$ cat src/logic/core_types_pkg.sv
// core-wide operand word type
// physical register file sizing and index type
// writeback bank and fast-forward pipe selects

package core_types_pkg;

    // operand data
    typedef logic [31:0] word_t;

    // ------------------------------------------------------------------------
    // physical register file

    localparam int PRF_REGS = 16;
    typedef logic [3:0] prf_idx_t;

    // writeback bus banks
    localparam int PRF_BANK_COUNT = 2;
    typedef logic [0:0] bank_idx_t;

    // ------------------------------------------------------------------------
    // fast-forward network

    localparam int FAST_FORWARD_PIPE_COUNT = 4;
    typedef logic [1:0] ff_pipe_t;

endpackage

$ cat src/logic/oc_cfg_pkg.sv
// operand collector depth and pointer types
// occupancy type for the credit counter
// register read latency of the lane

package oc_cfg_pkg;

    // ------------------------------------------------------------------------
    // collector sizing

    localparam int OC_ENTRIES = 4;

    // circular entry pointer, wraps at OC_ENTRIES
    typedef logic [1:0] oc_ptr_t;

    // occupancy, 0 up to OC_ENTRIES
    typedef logic [2:0] oc_count_t;

    // ------------------------------------------------------------------------
    // register file timing

    // cycles from request edge to response capture edge
    localparam int PRF_READ_LATENCY = 2;

endpackage

$ cat src/logic/latency_pipe.sv
// fixed-depth valid/payload shift pipeline
// payload type set by parameter

`timescale 1ns/100ps

module latency_pipe #(
    parameter type payload_t = logic,
    parameter int  DEPTH     = 1
) (
    input  logic     CLK,
    input  logic     nRST,
    input  logic     in_valid,
    input  payload_t in_payload,
    output logic     out_valid,
    output payload_t out_payload
);

    logic [DEPTH-1:0] valid_q;
    payload_t         payload_q [DEPTH];

    // valid chain, cleared on reset
    always_ff @(posedge CLK or negedge nRST) begin
        if (!nRST) begin
            valid_q <= '0;
        end else begin
            valid_q[0] <= in_valid;
            for (int unsigned i = 1; i < DEPTH; i++) begin
                valid_q[i] <= valid_q[i-1];
            end
        end
    end

    // payload chain follows the valid bits
    always_ff @(posedge CLK) begin
        payload_q[0] <= in_payload;
        for (int unsigned i = 1; i < DEPTH; i++) begin
            payload_q[i] <= payload_q[i-1];
        end
    end

    assign out_valid   = valid_q[DEPTH-1];
    assign out_payload = payload_q[DEPTH-1];

endmodule

$ cat src/logic/prf_read_port.sv
// physical register array with one write port
// fixed-latency in-order read port built from two latency pipes

`timescale 1ns/100ps

module prf_read_port (
    input  logic                     CLK,
    input  logic                     nRST,
    input  logic                     wr_valid,
    input  core_types_pkg::prf_idx_t wr_idx,
    input  core_types_pkg::word_t    wr_data,
    input  logic                     rd_req_valid,
    input  core_types_pkg::prf_idx_t rd_req_idx,
    output logic                     reg_read_resp_valid,
    output core_types_pkg::word_t    reg_read_resp_data
);

    core_types_pkg::word_t    regs [core_types_pkg::PRF_REGS];

    logic                     idx_valid;
    core_types_pkg::prf_idx_t idx_q;

    // ------------------------------------------------------------------------
    // register array

    always_ff @(posedge CLK) begin
        if (wr_valid) begin
            regs[wr_idx] <= wr_data;
        end
    end

    // ------------------------------------------------------------------------
    // read path

    // index travels all but the last stage
    latency_pipe #(
        .payload_t (core_types_pkg::prf_idx_t),
        .DEPTH     (oc_cfg_pkg::PRF_READ_LATENCY - 1)
    ) index_pipe_i (
        .CLK         (CLK),
        .nRST        (nRST),
        .in_valid    (rd_req_valid),
        .in_payload  (rd_req_idx),
        .out_valid   (idx_valid),
        .out_payload (idx_q)
    );

    // array word registered in the last stage
    latency_pipe #(
        .payload_t (core_types_pkg::word_t),
        .DEPTH     (1)
    ) word_pipe_i (
        .CLK         (CLK),
        .nRST        (nRST),
        .in_valid    (idx_valid),
        .in_payload  (regs[idx_q]),
        .out_valid   (reg_read_resp_valid),
        .out_payload (reg_read_resp_data)
    );

endmodule

$ cat src/logic/oc_credit_counter.sv
// collector occupancy counter
// enqueue back-pressure from occupancy

`timescale 1ns/100ps

module oc_credit_counter (
    input  logic CLK,
    input  logic nRST,
    input  logic enq_fire,
    input  logic deq_fire,
    output logic enq_ready
);

    oc_cfg_pkg::oc_count_t count_q;

    always_ff @(posedge CLK or negedge nRST) begin
        if (!nRST) begin
            count_q <= '0;
        end else begin
            case ({enq_fire, deq_fire})
                2'b10: begin
                    count_q <= count_q + oc_cfg_pkg::oc_count_t'(1);
                end
                2'b01: begin
                    count_q <= count_q - oc_cfg_pkg::oc_count_t'(1);
                end
                // both or neither leave occupancy as is
                default: begin
                    count_q <= count_q;
                end
            endcase
        end
    end

    // room for one more entry
    assign enq_ready = (count_q < oc_cfg_pkg::oc_count_t'(oc_cfg_pkg::OC_ENTRIES));

endmodule

$ cat src/logic/operand_collector.sv
// circular operand collector entry array
// register, bus and fast-forward merge by OR
// notify and data dequeue pointers

`timescale 1ns/100ps

module operand_collector (
    input  logic                                                       CLK,
    input  logic                                                       nRST,
    input  logic                                                       enq_valid,
    input  logic                                                       enq_is_reg,
    input  logic                                                       enq_is_bus_forward,
    input  logic                                                       enq_is_fast_forward,
    input  core_types_pkg::ff_pipe_t                                   enq_fast_forward_pipe,
    input  core_types_pkg::bank_idx_t                                  enq_bank,
    input  logic                                                       reg_read_resp_valid,
    input  core_types_pkg::word_t                                      reg_read_resp_data,
    input  core_types_pkg::word_t [core_types_pkg::PRF_BANK_COUNT-1:0] bus_forward_data_by_bank,
    input  logic [core_types_pkg::FAST_FORWARD_PIPE_COUNT-1:0]
        fast_forward_data_valid_by_pipe,
    input  core_types_pkg::word_t [core_types_pkg::FAST_FORWARD_PIPE_COUNT-1:0]
        fast_forward_data_by_pipe,
    output logic                                                       operand_notif_valid,
    input  logic                                                       operand_notif_ack,
    output core_types_pkg::word_t                                      operand_data,
    input  logic                                                       operand_data_ack
);

    localparam int N = oc_cfg_pkg::OC_ENTRIES;

    // control state per entry
    logic [N-1:0] ent_valid;
    logic [N-1:0] need_reg;
    logic [N-1:0] need_bus;
    logic [N-1:0] need_ff;

    // payload per entry
    core_types_pkg::ff_pipe_t  ent_pipe [N];
    core_types_pkg::bank_idx_t ent_bank [N];
    core_types_pkg::word_t     ent_data [N];
    core_types_pkg::word_t     data_next [N];

    oc_cfg_pkg::oc_ptr_t enq_ptr;
    oc_cfg_pkg::oc_ptr_t notif_ptr;
    oc_cfg_pkg::oc_ptr_t data_ptr;

    // register response steering
    oc_cfg_pkg::oc_ptr_t scan_ptr;
    oc_cfg_pkg::oc_ptr_t reg_sel;
    logic                reg_hit;

    logic [N-1:0] reg_take;
    logic [N-1:0] bus_take;
    logic [N-1:0] ff_take;

    // ------------------------------------------------------------------------
    // source capture this edge

    // oldest entry still needing a register, counted from the notify head
    always_comb begin
        reg_hit  = 1'b0;
        reg_sel  = notif_ptr;
        scan_ptr = notif_ptr;
        for (int unsigned k = 0; k < N; k++) begin
            scan_ptr = notif_ptr + oc_cfg_pkg::oc_ptr_t'(k);
            if (!reg_hit && need_reg[scan_ptr]) begin
                reg_hit = 1'b1;
                reg_sel = scan_ptr;
            end
        end
    end

    always_comb begin
        for (int unsigned e = 0; e < N; e++) begin
            reg_take[e] = reg_read_resp_valid && reg_hit &&
                          (reg_sel == oc_cfg_pkg::oc_ptr_t'(e));
            // bus word is only on the wires in the cycle after enqueue
            bus_take[e] = need_bus[e];
            ff_take[e]  = need_ff[e] && fast_forward_data_valid_by_pipe[ent_pipe[e]];

            data_next[e] = ent_data[e];
            if (reg_take[e]) begin
                data_next[e] = data_next[e] | reg_read_resp_data;
            end
            if (bus_take[e]) begin
                data_next[e] = data_next[e] | bus_forward_data_by_bank[ent_bank[e]];
            end
            if (ff_take[e]) begin
                data_next[e] = data_next[e] | fast_forward_data_by_pipe[ent_pipe[e]];
            end
        end
    end

    // ------------------------------------------------------------------------
    // outputs

    // head is ready once every source is in or lands at this edge
    assign operand_notif_valid = ent_valid[notif_ptr] &&
                                 (!need_reg[notif_ptr] || reg_take[notif_ptr]) &&
                                 (!need_ff[notif_ptr] || ff_take[notif_ptr]);

    assign operand_data = ent_data[data_ptr];

    // ------------------------------------------------------------------------
    // entry state

    always_ff @(posedge CLK or negedge nRST) begin
        if (!nRST) begin
            ent_valid <= '0;
            need_reg  <= '0;
            need_bus  <= '0;
            need_ff   <= '0;
        end else begin
            need_reg <= need_reg & ~reg_take;
            need_bus <= '0;
            need_ff  <= need_ff & ~ff_take;
            if (operand_data_ack) begin
                ent_valid[data_ptr] <= 1'b0;
            end
            // credit counter keeps the enqueue slot free
            if (enq_valid) begin
                ent_valid[enq_ptr] <= 1'b1;
                need_reg[enq_ptr]  <= enq_is_reg;
                need_bus[enq_ptr]  <= enq_is_bus_forward;
                need_ff[enq_ptr]   <= enq_is_fast_forward;
            end
        end
    end

    always_ff @(posedge CLK) begin
        for (int unsigned e = 0; e < N; e++) begin
            ent_data[e] <= data_next[e];
        end
        if (enq_valid) begin
            ent_pipe[enq_ptr] <= enq_fast_forward_pipe;
            ent_bank[enq_ptr] <= enq_bank;
            // zero operand when no source is flagged
            ent_data[enq_ptr] <= '0;
        end
    end

    // pointers
    always_ff @(posedge CLK or negedge nRST) begin
        if (!nRST) begin
            enq_ptr   <= '0;
            notif_ptr <= '0;
            data_ptr  <= '0;
        end else begin
            if (enq_valid) begin
                enq_ptr <= enq_ptr + oc_cfg_pkg::oc_ptr_t'(1);
            end
            if (operand_notif_ack) begin
                notif_ptr <= notif_ptr + oc_cfg_pkg::oc_ptr_t'(1);
            end
            if (operand_data_ack) begin
                data_ptr <= data_ptr + oc_cfg_pkg::oc_ptr_t'(1);
            end
        end
    end

endmodule

$ cat src/logic/operand_dispatch_fsm.sv
// dispatch FSM between collector and consumer
// notify acknowledge, then valid/ready send with data acknowledge

`timescale 1ns/100ps

module operand_dispatch_fsm (
    input  logic                  CLK,
    input  logic                  nRST,
    input  logic                  operand_notif_valid,
    output logic                  operand_notif_ack,
    input  core_types_pkg::word_t operand_data,
    output logic                  operand_data_ack,
    output logic                  out_valid,
    output core_types_pkg::word_t out_data,
    input  logic                  out_ready
);

    typedef enum logic {
        IDLE = 1'b0,
        SEND = 1'b1
    } state_t;

    state_t state_q;
    state_t state_next;

    always_comb begin
        state_next        = state_q;
        operand_notif_ack = 1'b0;
        operand_data_ack  = 1'b0;
        case (state_q)
            IDLE: begin
                if (operand_notif_valid) begin
                    operand_notif_ack = 1'b1;
                    state_next        = SEND;
                end
            end
            SEND: begin
                // hold until the consumer takes the word
                if (out_ready) begin
                    operand_data_ack = 1'b1;
                    state_next       = IDLE;
                end
            end
            default: begin
                state_next = IDLE;
            end
        endcase
    end

    always_ff @(posedge CLK or negedge nRST) begin
        if (!nRST) begin
            state_q <= IDLE;
        end else begin
            state_q <= state_next;
        end
    end

    // data head stays put until data_ack
    assign out_valid = (state_q == SEND);
    assign out_data  = operand_data;

endmodule

$ cat src/logic/operand_stage.sv
// operand fetch stage of one issue lane
// register read port, credit counter, collector and dispatch FSM

`timescale 1ns/100ps

module operand_stage (
    input  logic                                                       CLK,
    input  logic                                                       nRST,
    input  logic                                                       enq_valid,
    input  logic                                                       enq_is_reg,
    input  core_types_pkg::prf_idx_t                                   enq_reg_idx,
    input  logic                                                       enq_is_bus_forward,
    input  logic                                                       enq_is_fast_forward,
    input  core_types_pkg::ff_pipe_t                                   enq_fast_forward_pipe,
    input  core_types_pkg::bank_idx_t                                  enq_bank,
    output logic                                                       enq_ready,
    input  logic                                                       wr_valid,
    input  core_types_pkg::prf_idx_t                                   wr_idx,
    input  core_types_pkg::word_t                                      wr_data,
    input  core_types_pkg::word_t [core_types_pkg::PRF_BANK_COUNT-1:0] bus_forward_data_by_bank,
    input  logic [core_types_pkg::FAST_FORWARD_PIPE_COUNT-1:0]
        fast_forward_data_valid_by_pipe,
    input  core_types_pkg::word_t [core_types_pkg::FAST_FORWARD_PIPE_COUNT-1:0]
        fast_forward_data_by_pipe,
    output logic                                                       out_valid,
    output core_types_pkg::word_t                                      out_data,
    input  logic                                                       out_ready
);

    logic                  enq_fire;
    logic                  rd_req_valid;
    logic                  reg_read_resp_valid;
    core_types_pkg::word_t reg_read_resp_data;
    logic                  operand_notif_valid;
    logic                  operand_notif_ack;
    core_types_pkg::word_t operand_data;
    logic                  operand_data_ack;

    assign enq_fire     = enq_valid && enq_ready;
    assign rd_req_valid = enq_fire && enq_is_reg;

    prf_read_port prf_read_port_i (
        .CLK                 (CLK),
        .nRST                (nRST),
        .wr_valid            (wr_valid),
        .wr_idx              (wr_idx),
        .wr_data             (wr_data),
        .rd_req_valid        (rd_req_valid),
        .rd_req_idx          (enq_reg_idx),
        .reg_read_resp_valid (reg_read_resp_valid),
        .reg_read_resp_data  (reg_read_resp_data)
    );

    // entries are freed on data dequeue
    oc_credit_counter oc_credit_counter_i (
        .CLK       (CLK),
        .nRST      (nRST),
        .enq_fire  (enq_fire),
        .deq_fire  (operand_data_ack),
        .enq_ready (enq_ready)
    );

    operand_collector operand_collector_i (
        .CLK                             (CLK),
        .nRST                            (nRST),
        .enq_valid                       (enq_fire),
        .enq_is_reg                      (enq_is_reg),
        .enq_is_bus_forward              (enq_is_bus_forward),
        .enq_is_fast_forward             (enq_is_fast_forward),
        .enq_fast_forward_pipe           (enq_fast_forward_pipe),
        .enq_bank                        (enq_bank),
        .reg_read_resp_valid             (reg_read_resp_valid),
        .reg_read_resp_data              (reg_read_resp_data),
        .bus_forward_data_by_bank        (bus_forward_data_by_bank),
        .fast_forward_data_valid_by_pipe (fast_forward_data_valid_by_pipe),
        .fast_forward_data_by_pipe       (fast_forward_data_by_pipe),
        .operand_notif_valid             (operand_notif_valid),
        .operand_notif_ack               (operand_notif_ack),
        .operand_data                    (operand_data),
        .operand_data_ack                (operand_data_ack)
    );

    operand_dispatch_fsm operand_dispatch_fsm_i (
        .CLK                 (CLK),
        .nRST                (nRST),
        .operand_notif_valid (operand_notif_valid),
        .operand_notif_ack   (operand_notif_ack),
        .operand_data        (operand_data),
        .operand_data_ack    (operand_data_ack),
        .out_valid           (out_valid),
        .out_data            (out_data),
        .out_ready           (out_ready)
    );

endmodule

$ cat config.mk
export PLATFORM = sky130hd
export DESIGN_NAME = operand_stage
export DESIGN_NICKNAME = d
export VERILOG_FILES = /design/src/logic/core_types_pkg.sv /design/src/logic/oc_cfg_pkg.sv /design/src/logic/latency_pipe.sv /design/src/logic/prf_read_port.sv /design/src/logic/oc_credit_counter.sv /design/src/logic/operand_collector.sv /design/src/logic/operand_dispatch_fsm.sv /design/src/logic/operand_stage.sv
export SDC_FILE = /design/constraint.sdc
export NUM_CORES = 1
export LEC_CHECK = 0
export ABC_AREA = 1
export CAP_MARGIN = 20
export CORE_ASPECT_RATIO = 0.75
export CORE_UTILIZATION = 25
export DETAILED_ROUTE_END_ITERATION = 7
export DONT_BUFFER_PORTS = 1
export SLEW_MARGIN = 0
export SYNTH_ARGS = -nofsm -noshare
export SYNTH_HDL_FRONTEND = slang
export SYNTH_SLANG_ARGS = --single-unit
$ cat constraint.sdc
create_clock -name CLK -period 1.8 [get_ports CLK]
set_clock_uncertainty 0.1 [all_clocks]
set_input_delay 0.18 -clock CLK [delete_from_list [all_inputs] [get_ports CLK]]
set_output_delay 0.18 -clock CLK [all_outputs]
set_load 0.02 [all_outputs]
==> results.cfg <==
[clock_network]
clkTransAtPathRegs_ps = 60
worstSkewPairLatency_ps = 650
numCtsBuffers = 77
cts_tree = done
clockBufferDepth = 3
htree_levels = 3
root_buffer = clkbuf_16
clock-sinks = 716

[logic_synthesis]
yosysWarnings = 0
netlist_area_um2 = 34400
syn_avg_cell_area_um2 = 9.66
ys_async_sr_fraction_pct = 3.91
syn_inst = 3558
synth_top_cell_by_area = edfxtp_1
ys_seq_area_share_pct = 57.4
synthFlopType = edfxtp_1
synth_top_area_share_pct = 45.8
ys_ff_latch = 716
synth_cell_types = 32
yosys-top-cells-area = edfxtp_1 46%, dfxtp_1 9.6%, a21oi_1 9.4%
synth_edf_count = 524
synth_nets = 3815

[setup_path]
cp.required_ps = 2220
crit_path_end_kind = flip-flop
worstPathArrival_ps = 2830
path_cells = buf_6 -> buf_6 -> nand2_2 -> nand2_1 -> nand2_1 -> nand2_2 -> nand4_4 -> buf_4 -> buf_6 -> nand3_4 -> nand2_8 -> buf_12 -> buf_12 -> buf_8 -> nand3_2 -> a21oi_2
worst_path_max_delay_cell = dfrtp_2
critPathKind = reg2reg
cp_slowest_stage_delay_ps = 450
path_common_cell = buf_6
cp-start-kind = flip-flop
crit_fanout = 6
ff2ff_path_depth = 16

[sta]
timing.fmax_mhz = 416
min_period_over_period_pct = 134
final_hold_viol_count = 0
relSlewSlack_pct = 54.1
fin_crit_ps = 2410
layout_setup_ws_ps = -606
drv_slew = 0
setup_viol = 182
rsz0062_at_grt = true
tightest_slew_ps = 686

[power_and_ir_drop]
vdd_drop_max_uv = 881
power_density_nw_per_um2 = 1450
power_mw = 70.3
p_leak_nw = 17.2

[drt]
drt-wirelength-per-cell_um = 24.1
ant_nets = 0
wl_mm = 140
drt-initial-drc-count = 3995
vias_per_cell = 5.33
drc = 0
vias = 31000
detail_route.first_pass.iterations = 6

[cells_and_area]
regArea_um2 = 19700
nNetsFinal = 4207
drive_above_1_share_pct = 23.9
largest_reg_flops = 512
regMostFlops = prf_read_port_i.regs
multi_input_comb_area_um2 = 14900
fillers = 13100
top_regs = prf_read_port_i.regs x512, operand_collector_i.ent_data x128, prf_read_port_i.word_pipe_i.payload_q x32
area_growth_pct = 40.7
post-route-util_pct = 35.6

[global_route]
antenna_found_initial = 39
grt_remaining_overflow = 0
busiest_layer = met2
met2_usage_pct = 29.2
grt_pass1_wl_mm = 195
use_met3_pct = 4.23
grt_start_max_net_pins = 77
grt_pass1_vias = 28500
use_met1_pct = 25.0
grtUsageTotal_pct = 18.6

[floorplanning]
chipHeight_um = 323
core_um2 = 136000
start_util_pct = 25.3
ios = 281
rows = 117
die_x_um = 430
design.die.area_um2 = 139000

[placed_design]
gp_congestion = 0.881
dpl.hpwl_mm = 81.5
dp_slack_ps = -372
portBuffers = 0

[worst_hold_path]
whs_path_depth = 1
hold_path_class = in2reg

[run_status]
status = finished, violations left
violations = negative setup slack

[flow_run]
max_cap_viol_count = 0
[repair_timing]
action / CTS / global route
gates resized for setup: 356 / 366
pin swaps: 163 / 174
hold endpoints to repair: 741 / 0
setup buffers: 58 / 52
gates cloned: 32 / 31
setup endpoints to repair: 172 / 197
hold buffers: 207 / 0
[cell type report]
| class | count | share of cell area [%] |
|---|---|---|
| Sequential cell | 716 | 40.8 |
| Multi-Input combinational cell | 2281 | 30.8 |
| Timing Repair Buffer | 602 | 16.4 |
| Tap cell | 1785 | 4.62 |
| Clock buffer | 101 | 4.28 |
| Inverter | 271 | 2.17 |
| Clock inverter | 39 | 0.856 |
| Antenna cell | 17 | 0.0879 |
| Timing Repair inverter | 1 | 0.0155 |
[through the flow]
step / area [um2] / hold slack (ps) / std cells / TNS (ps)
2_1_floorplan: 35000 / -216 / 3558 / -143590
3_3_place_gp: 38900 / -213 / 5305 / -42950
3_5_place_dp: 38900 / -213 / 5305 / -42190
4_1_cts: 46200 / 0.555 / 5735 / -75090
5_1_grt: 48400 / 19.6 / 5806 / -96450
6_report: 48400 / 20.2 / 5813 / -85220
[synth_stat cells, types with 2 or more instances]
cell type    n
buf_2       23
nor2_1      86
o22ai_1     34
buf_6       10
o211ai_1   257
a21oi_1    645
buf_4        9
nor2_2       2
dfrtp_1     28
nand2_2      5
buf_1       30
o21ai_0    491
nand4_1      2
clkbuf_1   218
nand2_1    282
inv_1      267
ha_1         9
edfxtp_1   524
mux2i_1    128
clkinv_1     2
nor3_1     136
dfxtp_1    164
xor2_1       3
nand3_1    195
[layer usage]
| metal | part of all wire [%] | vias to the layer above |
|---|---|---|
| met4 | 3.6 | 20 |
| met2 | 46 | 1741 |
| met5 | 0.096 | - |
| li1 | - | 13800 |
| met1 | 41 | 15000 |
| met3 | 9.5 | 347 |
[where the power goes]
part | total (mW) | internal (mW) | switching, mW
Combinational | 32.8 | 15.1 | 17.7
Sequential | 21.7 | 19.9 | 1.76
Clock | 15.9 | 9.06 | 6.82
[worst paths after layout]
| path | from | end | slack, ps |
|---|---|---|---|
| setup / recovery | operand_collector_i.notif_ptr[0] | operand_collector_i.ent_data[1][0] | -610 |
| hold / removal | enq_reg_idx[3] | prf_read_port_i.index_pipe_i.payload_q[0][3] | 20 |
| setup reg to reg | operand_collector_i.notif_ptr[0] | operand_collector_i.ent_data[1][0] | -610 |
| hold reg to reg | prf_read_port_i.index_pipe_i.out_valid | prf_read_port_i.word_pipe_i.out_valid | 260 |
| max in group asynchronous | nRST | operand_collector_i.notif_ptr[1] | 870 |
| min in group asynchronous | nRST | oc_credit_counter_i.count_q[2] | 530 |
[layout by cell type (no fill, tap or decap), types with 23 or more instances in the layout]
cell             n
a21oi_1        539
edfxtp_1       524
o21ai_0        404
inv_1          261
o211ai_1       257
nand2_1        224
dlygate4sd3_1  205
dfxtp_1        160
buf_4          131
nor3_1         128
mux2i_1        123
clkbuf_16      109
nand3_2        107
buf_12         107
a21oi_2        105
buf_6           83
nor2_1          53
nand3_1         52
o21ai_1         46
nand2_2         44
nand3_4         36
buf_16          31
o21ai_2         30
nor2_4          24
o22ai_2         24
dfrtp_1         23
[logic make-up (layout without fill, tap and decap cells)]
family	Yosys count	after routing	share of synthesized area (%)
other cells	0	17	0
mux	128	128	3.73
xor+xnor	4	4	0.102
flops	716	716	57.4
fa+ha+maj	10	10	0.386
simple gates	709	709	9.04
buf+inv	561	1014	6.53
compound gates	1430	1430	22.8
[worst max-delay path, delay by kind of cell, from the launching register on]
| kind | cells | cell delay (ps) |
|---|---|---|
| AOI/OAI and AO/OA | 1 | 60 |
| DFF | 1 | 450 |
| and+or+nand+nor | 8 | 680 |
| buffers and inverters | 7 | 990 |
No activity file was read; power rests on OpenSTA's default activity.
